### src/common/rx8b9b_config.svh
// --------------------
// Build-time sizes of the receiver. RX_LANES must stay within 1..8
// (3-bit lane tag), RX_RESET_HOLD must be at least 1
// --------------------
`ifndef RX8B9B_CONFIG_SVH
`define RX8B9B_CONFIG_SVH

// Number of serial lanes, each delivering one 4-sample nibble per clk
`define RX_LANES 4

// Data bits per word, sent LSB first after the start bit
`define RX_WORD_WIDTH 8

// Cycles the lane receivers stay idle once reset is released
`define RX_RESET_HOLD 4

`endif

### src/common/rx8b9b_pkg.sv
// --------------------
// Shared types of the 8b9b receiver. Sizes come from rx8b9b_config.svh
// --------------------
`include "rx8b9b_config.svh"

package rx8b9b_pkg;

	// Lane number, 3 bits so at most 8 lanes
	typedef logic [2:0] lane_idx_t;

	// Registered samples of one lane, bit 0 is the earliest sample
	typedef struct packed {
		logic [3:0] prev; // Nibble from the cycle before, for late sample points
		logic [3:0] cur;  // Newest nibble
	} sample_pair_t;

	// One decoded word as it leaves a lane receiver
	typedef struct packed {
		logic                      last; // Flag bit was 1, frame ends here
		logic [`RX_WORD_WIDTH-1:0] data; // First received bit sits at bit 0
	} lane_word_t;

	// Merged output word, tagged with its source lane
	typedef struct packed {
		lane_idx_t  lane;
		lane_word_t word;
	} rx_word_t;

endpackage

### src/verilog/sample_retimer.sv
// --------------------
// Retimes all lane nibbles and generates the run level.
// run rises RX_RESET_HOLD cycles after async_reset drops
// --------------------
`timescale 1ns/1ps
`include "rx8b9b_config.svh"

module sample_retimer (
	input  logic                                     clk,
	input  logic                                     async_reset, // Sync, active high
	input  logic                                     enable,
	input  logic [`RX_LANES-1:0][3:0]                samples,     // Bit 0 earliest
	output rx8b9b_pkg::sample_pair_t [`RX_LANES-1:0] pairs,
	output logic                                     run,
	output logic                                     enable_r
);

	localparam int HOLD_W = $clog2(`RX_RESET_HOLD + 1);

	logic [HOLD_W-1:0] hold_cnt; // Counts cycles since reset release

	// Two sample stages per lane
	// cur follows the pins by one cycle, prev trails cur by one more
	always_ff @(posedge clk) begin
		for (int l = 0; l < `RX_LANES; l++) begin
			pairs[l].cur  <= samples[l];
			pairs[l].prev <= pairs[l].cur;
		end
	end

	// Reset hold, lanes only start once the sample pipe has settled
	always_ff @(posedge clk) begin
		if (async_reset) begin
			hold_cnt <= '0;
			run      <= 1'b0;
			enable_r <= 1'b0;
		end else begin
			enable_r <= enable;
			if (!run) begin
				hold_cnt <= hold_cnt + 1'b1;
				if (hold_cnt == HOLD_W'(`RX_RESET_HOLD - 1))
					run <= 1'b1; // Stays high until the next reset
			end
		end
	end

	// run may only drop as a result of reset
	a_run_no_fall: assert property (
		@(posedge clk) $fell(run) |-> $past(async_reset)
	) else $error("run fell without a reset");

endmodule

### config.mk
export PLATFORM = sky130hd
export DESIGN_NAME = sample_retimer
export DESIGN_NICKNAME = d
export VERILOG_FILES = /design/src/common/rx8b9b_pkg.sv /design/src/verilog/sample_retimer.sv
export VERILOG_INCLUDE_DIRS = /design/src /design/src/common
export SDC_FILE = /design/constraint.sdc
export NUM_CORES = 1
export LEC_CHECK = 0
export BUFFER_PORTS_ARGS = -buffer_cell sky130_fd_sc_hd__buf_2
export CAP_MARGIN = 40
export CORE_UTILIZATION = 30
export DETAILED_ROUTE_END_ITERATION = 8
export GPL_ROUTABILITY_DRIVEN = 0
export GPL_TIMING_DRIVEN = 0
export HOLD_SLACK_MARGIN = 0.05
export PLACE_DENSITY = 0.7
export REMOVE_ABC_BUFFERS = 1
export SLEW_MARGIN = 0
export SYNTH_ARGS = -nofsm -noshare
export SYNTH_HDL_FRONTEND = slang
export SYNTH_SLANG_ARGS = --single-unit
### constraint.sdc
create_clock -name clk -period 2.2 [get_ports clk]
set_clock_uncertainty 0.2 [all_clocks]
set_input_delay 0.44 -clock clk [delete_from_list [all_inputs] [get_ports clk]]
set_output_delay 0.44 -clock clk [all_outputs]
set_load 0.03 [all_outputs]
==> metrics.txt <==
number of buffers inserted to repair setup after CTS 0; CP max stage delay around 0.45 ns; Worst path top cell family by delay flip-flops; Max Clock Freq 602 MHz; share of cells above drive strength 1 48.0%; Switching Fraction between 20% and 30%; count of buffers from port buffering 52; Worst Path Buf+Inv 1; number of fill cells in the layout ~220; critical path fanouts, max 6; cell chain of the critical path buf_2; Synth cell types 8; count of pins over their slew limit 0; setup repair after global routing missed its margin no; signal arrival time at the worst endpoint 1.02 ns; number of synthesized register bits 37; clock transition at the registers of the reported paths around 0.11 ns; worst hold-check path type in2reg; total number of vias between 600 and 700; post-detailed-route count of antenna-violating nets 0; clock sink count 37; nets 145; initial core utilization between 30% and 40%; TritonRoute pass-1 iters 3; Sum Neg Setup Slack 0 ns; final instance area 1370 um^2; share of the core filled with cells ~54%; mean number of vias per cell roughly 4.1; placement row count 18; combined area of all synthesized cells around 820 um^2; cell type of the slowest stage on the worst timing path sky130_fd_sc_hd__dfxtp_1; worst flop-to-flop path startpoint hold_cnt[0]; cell depth of the worst flop-to-flop path 4; terminus of the critical flop-to-flop path hold_cnt[2]; clock root buffer sky130_fd_sc_hd__clkbuf_4; share of synthesized area occupied by flip-flops and latches roughly nine tenths; Max IR drop VDD about 0.90 mV; final cycle utilization of the critical path between 70 and 80%; floorplan die height approximately 54 um; Syn Inst Count between 40 and 50; Pleak around 0.00067 uW; clock power share 34.1%; routed length per placed instance ~12 um; drc violations 0; Max transition margin 85.5%; core region area 2540 um^2; DP Area approximately 1100 um^2; most common cell after layout, fill and taps aside sky130_fd_sc_hd__buf_2; power density over cell area 1020 nW/um^2; Finish-stage setup viols 0; total clock buffers created by CTS 5; number of resized instances in the post-cts repair step 0; final HPWL from detailed placement around 980 um; Gate power share around 13%; Ports 53; Die Width 54.4 um; Worst Max-Slew Pin Slew ~0.22 ns; switching power summed over all nets 362 uW; warning count from the yosys run 0; antenna violations before repair 0; CTS Hold Buffers Added 16; post-layout min period 1.66 ns; worst hold-check slack about 0.11 ns; result of the run completed; worst hold path cell count 2; area of the die just under 3000 um^2; signed area change from the synthesized netlist to the final layout 65.8%; internal power component around 1000 uW; CP required 1.56 ns; worst setup path class reg2out; first-pass GRT wire length approximately 2.6 mm; most used cells in the layout excluding fill and tap cells 52 x sky130_fd_sc_hd__buf_2, 37 x sky130_fd_sc_hd__dfxtp_1, 16 x sky130_fd_sc_hd__dlygate4sd3_1; proportion of power drawn by flip-flops and latches 53.0%; Synth Area per Inst ~17 um^2; maximum number of buffers from clock root to sink 2; hold path endpoint run; slack of the worst reg-to-reg path approximately 0.86 ns; TritonCTS clock tree yes; total inserted antenna cells 0; Worst Setup End Kind primary output; H-tree levels 2; hold violation total from the final report 0; maximum number of pins on one net before global-route repair 14; Detailed Route Iter0 Violations 6; Total Routing Usage GR approximately 15%; overall routed net length around 1.9 mm; vias in the first global route roughly 620; hold wc startpoint async_reset; nature of the critical path startpoint flip-flop; Clock Latency Late Sink 0.35 ns; max_cap viols 0; remaining global-route overflow 0
[cell type report]
| type | instances | area, um^2 | share of cell area [%] |
|---|---|---|---|
| Inverter | 1 | 3.75 | 0.275 |
| Timing Repair Buffer | 68 | 420 | 30.8 |
| Tap cell | 30 | 37.5 | 2.75 |
| Sequential cell | 37 | 741 | 54.3 |
| Multi-Input combinational cell | 11 | 78.8 | 5.77 |
| Clock inverter | 3 | 46.3 | 3.39 |
| Clock buffer | 5 | 37.5 | 2.75 |
[sequential cells by signal, indices dropped and copies added (netlist names)]
| register | cells |
|---|---|
| enable_r | 1 |
| hold_cnt | 3 |
| pairs | 32 |
| run | 1 |
[worst register-to-register path: cells and delay by family, from the launching register on]
kind                     cells  cell delay, ns
AO/OA/AOI/OAI                1            0.15
flip-flops                   1            0.33
AND/OR/NAND/NOR              1            0.13
adder cells (fa/ha/maj)      2            0.45
[power groups by stage]
stage                     Combinational, uW  Clock [uW]  Sequential [uW]
after global placement                  150           0              749
after detailed placement                156           0              751
after global routing                    192         516              742
after CTS                               178         485              736
after floorplan                        29.3           0              820
final                                   180         474              736
[worst max-delay path by stage]
stage,from,endpoint,slack [ns],depth (start not counted)
detailed placement,hold_cnt[0],hold_cnt[2],0.86,4
CTS,run,run,0.50,1
global route,run,run,0.45,1
floorplan,hold_cnt[0],hold_cnt[2],0.91,4
global placement,hold_cnt[0],hold_cnt[2],0.90,4
finish,run,run,0.54,1
[Yosys cell counts (all sizes together)]
| master | number | share of area [%] |
|---|---|---|
| a211oi | 1 | 0.91 |
| dfxtp | 37 | 90 |
| ha | 2 | 3.0 |
| inv | 1 | 0.46 |
| mux2i | 1 | 1.2 |
| nor2 | 4 | 1.8 |
| nor2b | 2 | 1.5 |
| xor2 | 1 | 1.1 |
[kinds of logic after synthesis]
logic type               share of synthesized area (%)
AO/OA/AOI/OAI                                    0.912
XOR/XNOR                                          1.06
adder cells (fa/ha/maj)                           3.04
buffers and inverters                            0.455
flip-flops                                        90.0
multiplexers                                      1.22
AND/OR/NAND/NOR                                   3.34
[layer usage]
layer	up-vias	part of all wire (%)	wire, um	global-route usage [%]
li1	305	-	-	-
met1	277	38	728	14.0
met2	45	50	950	22.8
met3	2	11	220	9.72
met4	0	0.99	19	8.97
met5	-	0	0	0
[metrics by stage]
stage | setup slack [ns] | instances | total power [uW]
after floorplan | 0.907 | 49 | 850
after global routing | 0.454 | 155 | 1450
final | 0.538 | 155 | 1390
after CTS | 0.495 | 155 | 1400
after global placement | 0.903 | 131 | 900
after detailed placement | 0.859 | 131 | 907
(Power assumes the default switching activity.)
