==> config.mk <==
export PLATFORM = sky130hd
export DESIGN_NAME = lane_rx_8b9b
export DESIGN_NICKNAME = d
export VERILOG_FILES = /design/src/common/rx8b9b_pkg.sv /design/src/lane_rx/lane_rx_8b9b.sv
export VERILOG_INCLUDE_DIRS = /design/src /design/src/common
export SDC_FILE = /design/constraint.sdc
export NUM_CORES = 1
export LEC_CHECK = 0
export BUFFER_PORTS_ARGS = -buffer_cell sky130_fd_sc_hd__clkbuf_2
export CORE_MARGIN = 3
export CORE_UTILIZATION = 35
export CTS_BUF_LIST = sky130_fd_sc_hd__clkbuf_4
export DETAILED_ROUTE_END_ITERATION = 7
export PLACE_DENSITY = 0.62
export SYNTH_ARGS = -nofsm -noshare
export SYNTH_HDL_FRONTEND = slang
export SYNTH_SLANG_ARGS = --single-unit
==> constraint.sdc <==
create_clock -name clk -period 1.2 [get_ports clk]
set_input_delay 0.24 -clock clk [delete_from_list [all_inputs] [get_ports clk]]
set_output_delay 0.24 -clock clk [all_outputs]
set_load 0.005 [all_outputs]
==> src/common/rx8b9b_config.svh <==
// --------------------
// Build-time sizes of the receiver. RX_LANES must stay within 1..8
// (3-bit lane tag), RX_RESET_HOLD must be at least 1
// --------------------
`ifndef RX8B9B_CONFIG_SVH
`define RX8B9B_CONFIG_SVH

// Number of serial lanes, each delivering one 4-sample nibble per clk
`define RX_LANES 4

// Data bits per word, sent LSB first after the start bit
`define RX_WORD_WIDTH 8

// Cycles the lane receivers stay idle once reset is released
`define RX_RESET_HOLD 4

`endif

==> src/common/rx8b9b_pkg.sv <==
// --------------------
// Shared types of the 8b9b receiver. Sizes come from rx8b9b_config.svh
// --------------------
`include "rx8b9b_config.svh"

package rx8b9b_pkg;

	// Lane number, 3 bits so at most 8 lanes
	typedef logic [2:0] lane_idx_t;

	// Registered samples of one lane, bit 0 is the earliest sample
	typedef struct packed {
		logic [3:0] prev; // Nibble from the cycle before, for late sample points
		logic [3:0] cur;  // Newest nibble
	} sample_pair_t;

	// One decoded word as it leaves a lane receiver
	typedef struct packed {
		logic                      last; // Flag bit was 1, frame ends here
		logic [`RX_WORD_WIDTH-1:0] data; // First received bit sits at bit 0
	} lane_word_t;

	// Merged output word, tagged with its source lane
	typedef struct packed {
		lane_idx_t  lane;
		lane_word_t word;
	} rx_word_t;

endpackage

==> src/lane_rx/lane_rx_8b9b.sv <==
// --------------------
// Single lane 8b9b receiver working on 4x oversampled nibbles.
// No bit slip and no framing checks, a missing start bit goes unnoticed
// --------------------
`timescale 1ns/1ps
`include "rx8b9b_config.svh"

module lane_rx_8b9b (
	input  logic                     clk,
	input  logic                     async_reset, // Sync, active high
	input  logic                     run,         // Low holds the lane idle
	input  logic                     enable,      // Gates new frames only
	input  rx8b9b_pkg::sample_pair_t pair,
	output rx8b9b_pkg::lane_word_t   word,
	output logic                     word_strobe  // One cycle per word
);

	localparam int CNT_W = $clog2(`RX_WORD_WIDTH);

	typedef enum logic [1:0] {
		ST_IDLE,    // Wait for the line to go low
		ST_SKIP,    // Picked bit is the start bit
		ST_RECEIVE, // Shift in data bits
		ST_COMMIT   // Picked bit is the flag
	} state_t;

	state_t                    state;
	logic [1:0]                latch_pt;   // 0 means index 0 of the next nibble
	logic [1:0]                start_pt;   // Point derived from the current nibble
	logic [CNT_W-1:0]          bit_cnt;    // Data bits still to come, minus one
	logic [`RX_WORD_WIDTH-1:0] shreg;
	logic                      picked_bit;
	logic                      start_seen;

	// Sample point is one sample after the first low sample
	always_comb begin
		if (!pair.cur[0])
			start_pt = 2'd1;
		else if (!pair.cur[1])
			start_pt = 2'd2;
		else if (!pair.cur[2])
			start_pt = 2'd3;
		else
			start_pt = 2'd0; // Edge at index 3, point wraps into the next nibble
	end

	assign start_seen = (pair.cur != 4'hf) && run && enable;

	// Points 1..3 lie in the older nibble, point 0 in the newer one
	// so every picked bit belongs to the same bit period
	always_comb begin
		if (latch_pt == 2'd0)
			picked_bit = pair.cur[0];
		else
			picked_bit = pair.prev[latch_pt];
	end

	// Frame FSM
	always_ff @(posedge clk) begin
		if (async_reset || !run) begin
			state       <= ST_IDLE;
			latch_pt    <= 2'd0;
			bit_cnt     <= '0;
			word_strobe <= 1'b0;
		end else begin
			word_strobe <= 1'b0;
			case (state)
				ST_IDLE: begin
					if (start_seen) begin
						latch_pt <= start_pt;
						state    <= ST_SKIP;
					end
				end
				ST_SKIP: begin // Start bit is dropped here
					bit_cnt <= CNT_W'(`RX_WORD_WIDTH - 1);
					state   <= ST_RECEIVE;
				end
				ST_RECEIVE: begin
					bit_cnt <= bit_cnt - 1'b1;
					if (bit_cnt == '0)
						state <= ST_COMMIT;
				end
				ST_COMMIT: begin
					word_strobe <= 1'b1;
					bit_cnt     <= CNT_W'(`RX_WORD_WIDTH - 1);
					// Flag 0 means the next data bit follows right away
					state       <= picked_bit ? ST_IDLE : ST_RECEIVE;
				end
				default: state <= ST_IDLE;
			endcase
		end
	end

	// Data path, LSB arrives first so shift in from the top
	always_ff @(posedge clk) begin
		if (state == ST_RECEIVE)
			shreg <= {picked_bit, shreg[`RX_WORD_WIDTH-1:1]};
		if (state == ST_COMMIT) begin
			word.data <= shreg;
			word.last <= picked_bit; // Flag 1 closes the frame
		end
	end

	// Commit is always followed by at least eight receive cycles
	a_strobe_gap: assert property (
		@(posedge clk) disable iff (async_reset) word_strobe |=> !word_strobe
	) else $error("word_strobe high on back to back cycles");

endmodule

==> flow_results.xml <==
<?xml version="1.0" encoding="UTF-8"?>
<metrics>
  <group name="final_layout">
    <metric name="final_design_area_no_fill" unit="sq um">1150</metric>
    <metric name="layout-area-overhead-vs-synth" unit="%">25.2</metric>
    <metric name="design.final.nets" unit="">103</metric>
    <metric name="fin_util" unit="">0.491</metric>
    <metric name="layout-drive-gt1-share" unit="">0.466</metric>
    <metric name="final.fill_count" unit="">210</metric>
    <metric name="stdcell_count" unit="">116</metric>
    <metric name="antenna_cells" unit="">0</metric>
  </group>
  <group name="global_route">
    <metric name="grt_remaining_overflow" unit="">0</metric>
    <metric name="maximum_number_of_pins_on_one_net_before_global_route_repair" unit="">16</metric>
    <metric name="first_global_vias" unit="">551</metric>
    <metric name="track_usage" unit="">0.0875</metric>
    <metric name="grt_first_pass_wirelength" unit="microns">2190</metric>
    <metric name="antenna_found_initial" unit="">0</metric>
  </group>
  <group name="clocking">
    <metric name="clkTransAtPathRegs" unit="ps">130</metric>
    <metric name="inserted_clock_buffers" unit="">3</metric>
    <metric name="cts_hold_buffers_added" unit="">0</metric>
    <metric name="cts_htree_levels" unit="">1</metric>
    <metric name="ctsRootBufferMaster" unit="">clkbuf_4</metric>
    <metric name="cts_max_path_buffers" unit="">2</metric>
    <metric name="clock_tree_from_tritoncts" unit="">built</metric>
    <metric name="clock_sink_count" unit="">25</metric>
    <metric name="post-cts-setup-buffer-count" unit="">0</metric>
    <metric name="clk-insertion-delay-late" unit="ps">310</metric>
  </group>
  <group name="drt">
    <metric name="post_drt_via_cell_ratio" unit="">4.85</metric>
    <metric name="post_drt_wl_per_cell" unit="microns">12.0</metric>
    <metric name="postRouteAntennaNets" unit="">0</metric>
    <metric name="via_count" unit="">563</metric>
    <metric name="detail_route.iter0.violations" unit="">3</metric>
    <metric name="drtPass1Iterations" unit="">2</metric>
    <metric name="routed_wirelength" unit="microns">1390</metric>
    <metric name="drcViolationCount" unit="">0</metric>
  </group>
  <group name="synth">
    <metric name="synthDistinctLibCells" unit="">22</metric>
    <metric name="syn_nets" unit="">74</metric>
    <metric name="async_reset_ff_frac" unit="">0</metric>
    <metric name="count_of_state_elements_after_synthesis" unit="">25</metric>
    <metric name="syn-instance-count" unit="">60</metric>
    <metric name="ys_top_cells_by_area" unit="">edfxtp_1 56%, dfxtp_1 17%, mux4_1 2.9%</metric>
    <metric name="synth.yosys.warnings" unit="">0</metric>
    <metric name="post_synth_top_cells" unit="">17 x edfxtp_1, 8 x dfxtp_1, 4 x a21oi_1, 4 x inv_1</metric>
    <metric name="synth_top_area_frac" unit="">0.556</metric>
    <metric name="synth.most_common_cell" unit="">edfxtp_1</metric>
    <metric name="syn_area_per_cell" unit="sq um">15.3</metric>
    <metric name="netlist_area" unit="sq um">918</metric>
    <metric name="synth_top_flop_cell" unit="">edfxtp_1</metric>
    <metric name="ys_seq_area_frac" unit="">0.730</metric>
    <metric name="netlist.top_cell.by_area" unit="">edfxtp_1</metric>
    <metric name="post_synth_edffs" unit="">17</metric>
  </group>
  <group name="worst_setup_path">
    <metric name="critical_path.max_fanout" unit="">2</metric>
    <metric name="critical_path.startpoint_type" unit="">flip-flop</metric>
    <metric name="rr_worst_depth" unit="">5</metric>
    <metric name="regToRegStartpoint" unit="">bit_cnt[0]</metric>
    <metric name="cp_data_arrival_time" unit="ps">1370</metric>
    <metric name="flop_to_flop_setup_slack" unit="ps">50</metric>
    <metric name="critPathCaptureType" unit="">flip-flop</metric>
    <metric name="critical_path.reg2reg.endpoint" unit="">bit_cnt[2]</metric>
    <metric name="worst-setup-path-type" unit="">reg -&gt; reg</metric>
    <metric name="worstPathRequired" unit="ps">1420</metric>
  </group>
  <group name="placed_design">
    <metric name="dp_hpwl" unit="microns">1030</metric>
    <metric name="finalWeightedCongestion" unit="">0.707</metric>
    <metric name="preCtsSetupSlack" unit="ps">-12.9</metric>
    <metric name="numPlacedInstances" unit="">112</metric>
    <metric name="dpl-instance-area" unit="sq um">1100</metric>
    <metric name="portBuffers" unit="">20</metric>
  </group>
  <group name="pwr">
    <metric name="max-vdd-ir-drop" unit="V">0.000794</metric>
    <metric name="power.leakage" unit="nW">0.446</metric>
    <metric name="power" unit="mW">1.37</metric>
    <metric name="power_density" unit="nW/um^2">1190</metric>
  </group>
  <group name="timing">
    <metric name="slew_viol_final" unit="">0</metric>
    <metric name="fin_setup_tns" unit="ps">0</metric>
    <metric name="period_share" unit="">0.955</metric>
    <metric name="max_freq" unit="MHz">873</metric>
    <metric name="slew_headroom" unit="">0.839</metric>
    <metric name="grt_setup_unrepaired" unit="">no</metric>
    <metric name="period_minus_slack" unit="ps">1150</metric>
    <metric name="final-hold-violation-count" unit="">0</metric>
    <metric name="timing.final.setup_violations" unit="">0</metric>
    <metric name="clock-skew-final" unit="ps">2.23</metric>
    <metric name="hold-worst-slack" unit="ps">268</metric>
    <metric name="worst-slew-pin-transition" unit="ps">241</metric>
    <metric name="worst_path_setup_slack_after_routing" unit="ps">54.1</metric>
  </group>
  <group name="floorplan">
    <metric name="floorplan.initialDensity" unit="">0.393</metric>
    <metric name="core" unit="sq um">2340</metric>
    <metric name="ios" unit="">22</metric>
    <metric name="fp.dieArea" unit="sq um">3270</metric>
    <metric name="die_w" unit="microns">57.2</metric>
    <metric name="die_h" unit="microns">57.2</metric>
    <metric name="floorplan.rows" unit="">17</metric>
  </group>
  <group name="hold_path">
    <metric name="min_to" unit="">latch_pt[0]</metric>
    <metric name="hold_path_class" unit="">in -&gt; reg</metric>
    <metric name="timing.hold.worst_path_depth" unit="">3</metric>
    <metric name="hold_path_startpoint" unit="">async_reset</metric>
  </group>
  <group name="flow_run">
    <metric name="timing.max_cap.violations" unit="">0</metric>
  </group>
  <group name="run_status">
    <metric name="status" unit="">complete, no violations</metric>
  </group>
</metrics>
==> logic make-up (layout without fill, tap and decap cells) <==
group                      Yosys count  in the layout  synth area share
AOI/OAI and AO/OA                   11             11            0.0804
adders and majority gates            2              2            0.0272
buffers and inverters                6             34            0.0327
xor gates and xnor gates             1              1           0.00954
DFF                                 25             25             0.730
muxes                                1              1            0.0286
and+or+nand+nor                     14             14            0.0913
==> placed cells by master, fill, tap and decap left out <==
cell and count:
clkbuf_4 3, dfxtp_1 3, nand4_1 1, nor2_1 2, o21ai_0 1, and3_1 1, and3b_1 1, buf_12 1
o2111ai_1 1, ha_4 1, clkbuf_2 20, clkinvlp_4 1, inv_1 4, a21oi_1 3, o21a_1 3, xor2_1 1
nand2_1 3, and4bb_2 1, mux4_2 1, nor2b_1 2, a21oi_2 1, buf_4 5, edfxtp_1 17, dfxtp_2 5
a22oi_1 1, a32o_1 1, nor2b_2 1, ha_2 1, and2_1 2
==> final cells by class <==
| class | count | area (sq um) | area share |
|---|---|---|---|
| clock buffers | 3 | 22.5 | 0.0196 |
| clock inverters | 1 | 7.51 | 0.00653 |
| inverters | 4 | 15.0 | 0.0131 |
| multi-input cells | 29 | 235 | 0.205 |
| flip-flops and latches | 25 | 677 | 0.589 |
| well taps | 28 | 35.0 | 0.0305 |
| repair buffers | 26 | 158 | 0.137 |
==> how the worst max path moves through the flow <==
stage / startpoint / endpoint / slack (ps)
after floorplan: latch_pt[1] / shreg[7] / 40
after global placement: latch_pt[1] / word[8] / 4
after detailed placement: latch_pt[1] / shreg[7] / -10
after CTS: state[1] / latch_pt[1] / 10
after global routing: bit_cnt[0] / bit_cnt[2] / 10
final: bit_cnt[0] / bit_cnt[2] / 50
==> timing repair <==
item,CTS,global route
pin swaps,0,3
resized for setup,1,8
setup endpoints to repair,2,4
hold endpoints to repair,0,0
==> state kept, by name, summed over array words and instances (netlist names) <==
name / flops
shreg: 8
latch_pt: 2
state: 2
word_strobe: 1
bit_cnt: 3
word: 9
==> power by group <==
group / total [mW] / internal [mW] / leakage, nW / switching [mW]
clock: 0.369 / 0.127 / 0.0139 / 0.242
combinational: 0.0721 / 0.0400 / 0.211 / 0.0321
sequential: 0.925 / 0.920 / 0.220 / 0.00530
total: 1.37 / 1.09 / 0.446 / 0.279
==> critical path: stages, from the launching register on <==
cell	delay (ps)
dfxtp_2	360
inv_1	50
ha_2	190
ha_4	260
a21oi_2	40
o21a_1	170
==> per-layer routing <==
metal,global-route usage,part of all wire,vias to the layer above
li1,-,-,280
met1,0.0950,0.43,263
met2,0.153,0.49,20
met3,0.0430,0.078,0
met4,0.0199,0,0
met5,0,0,-
Power figures use the tool's default switching activity.
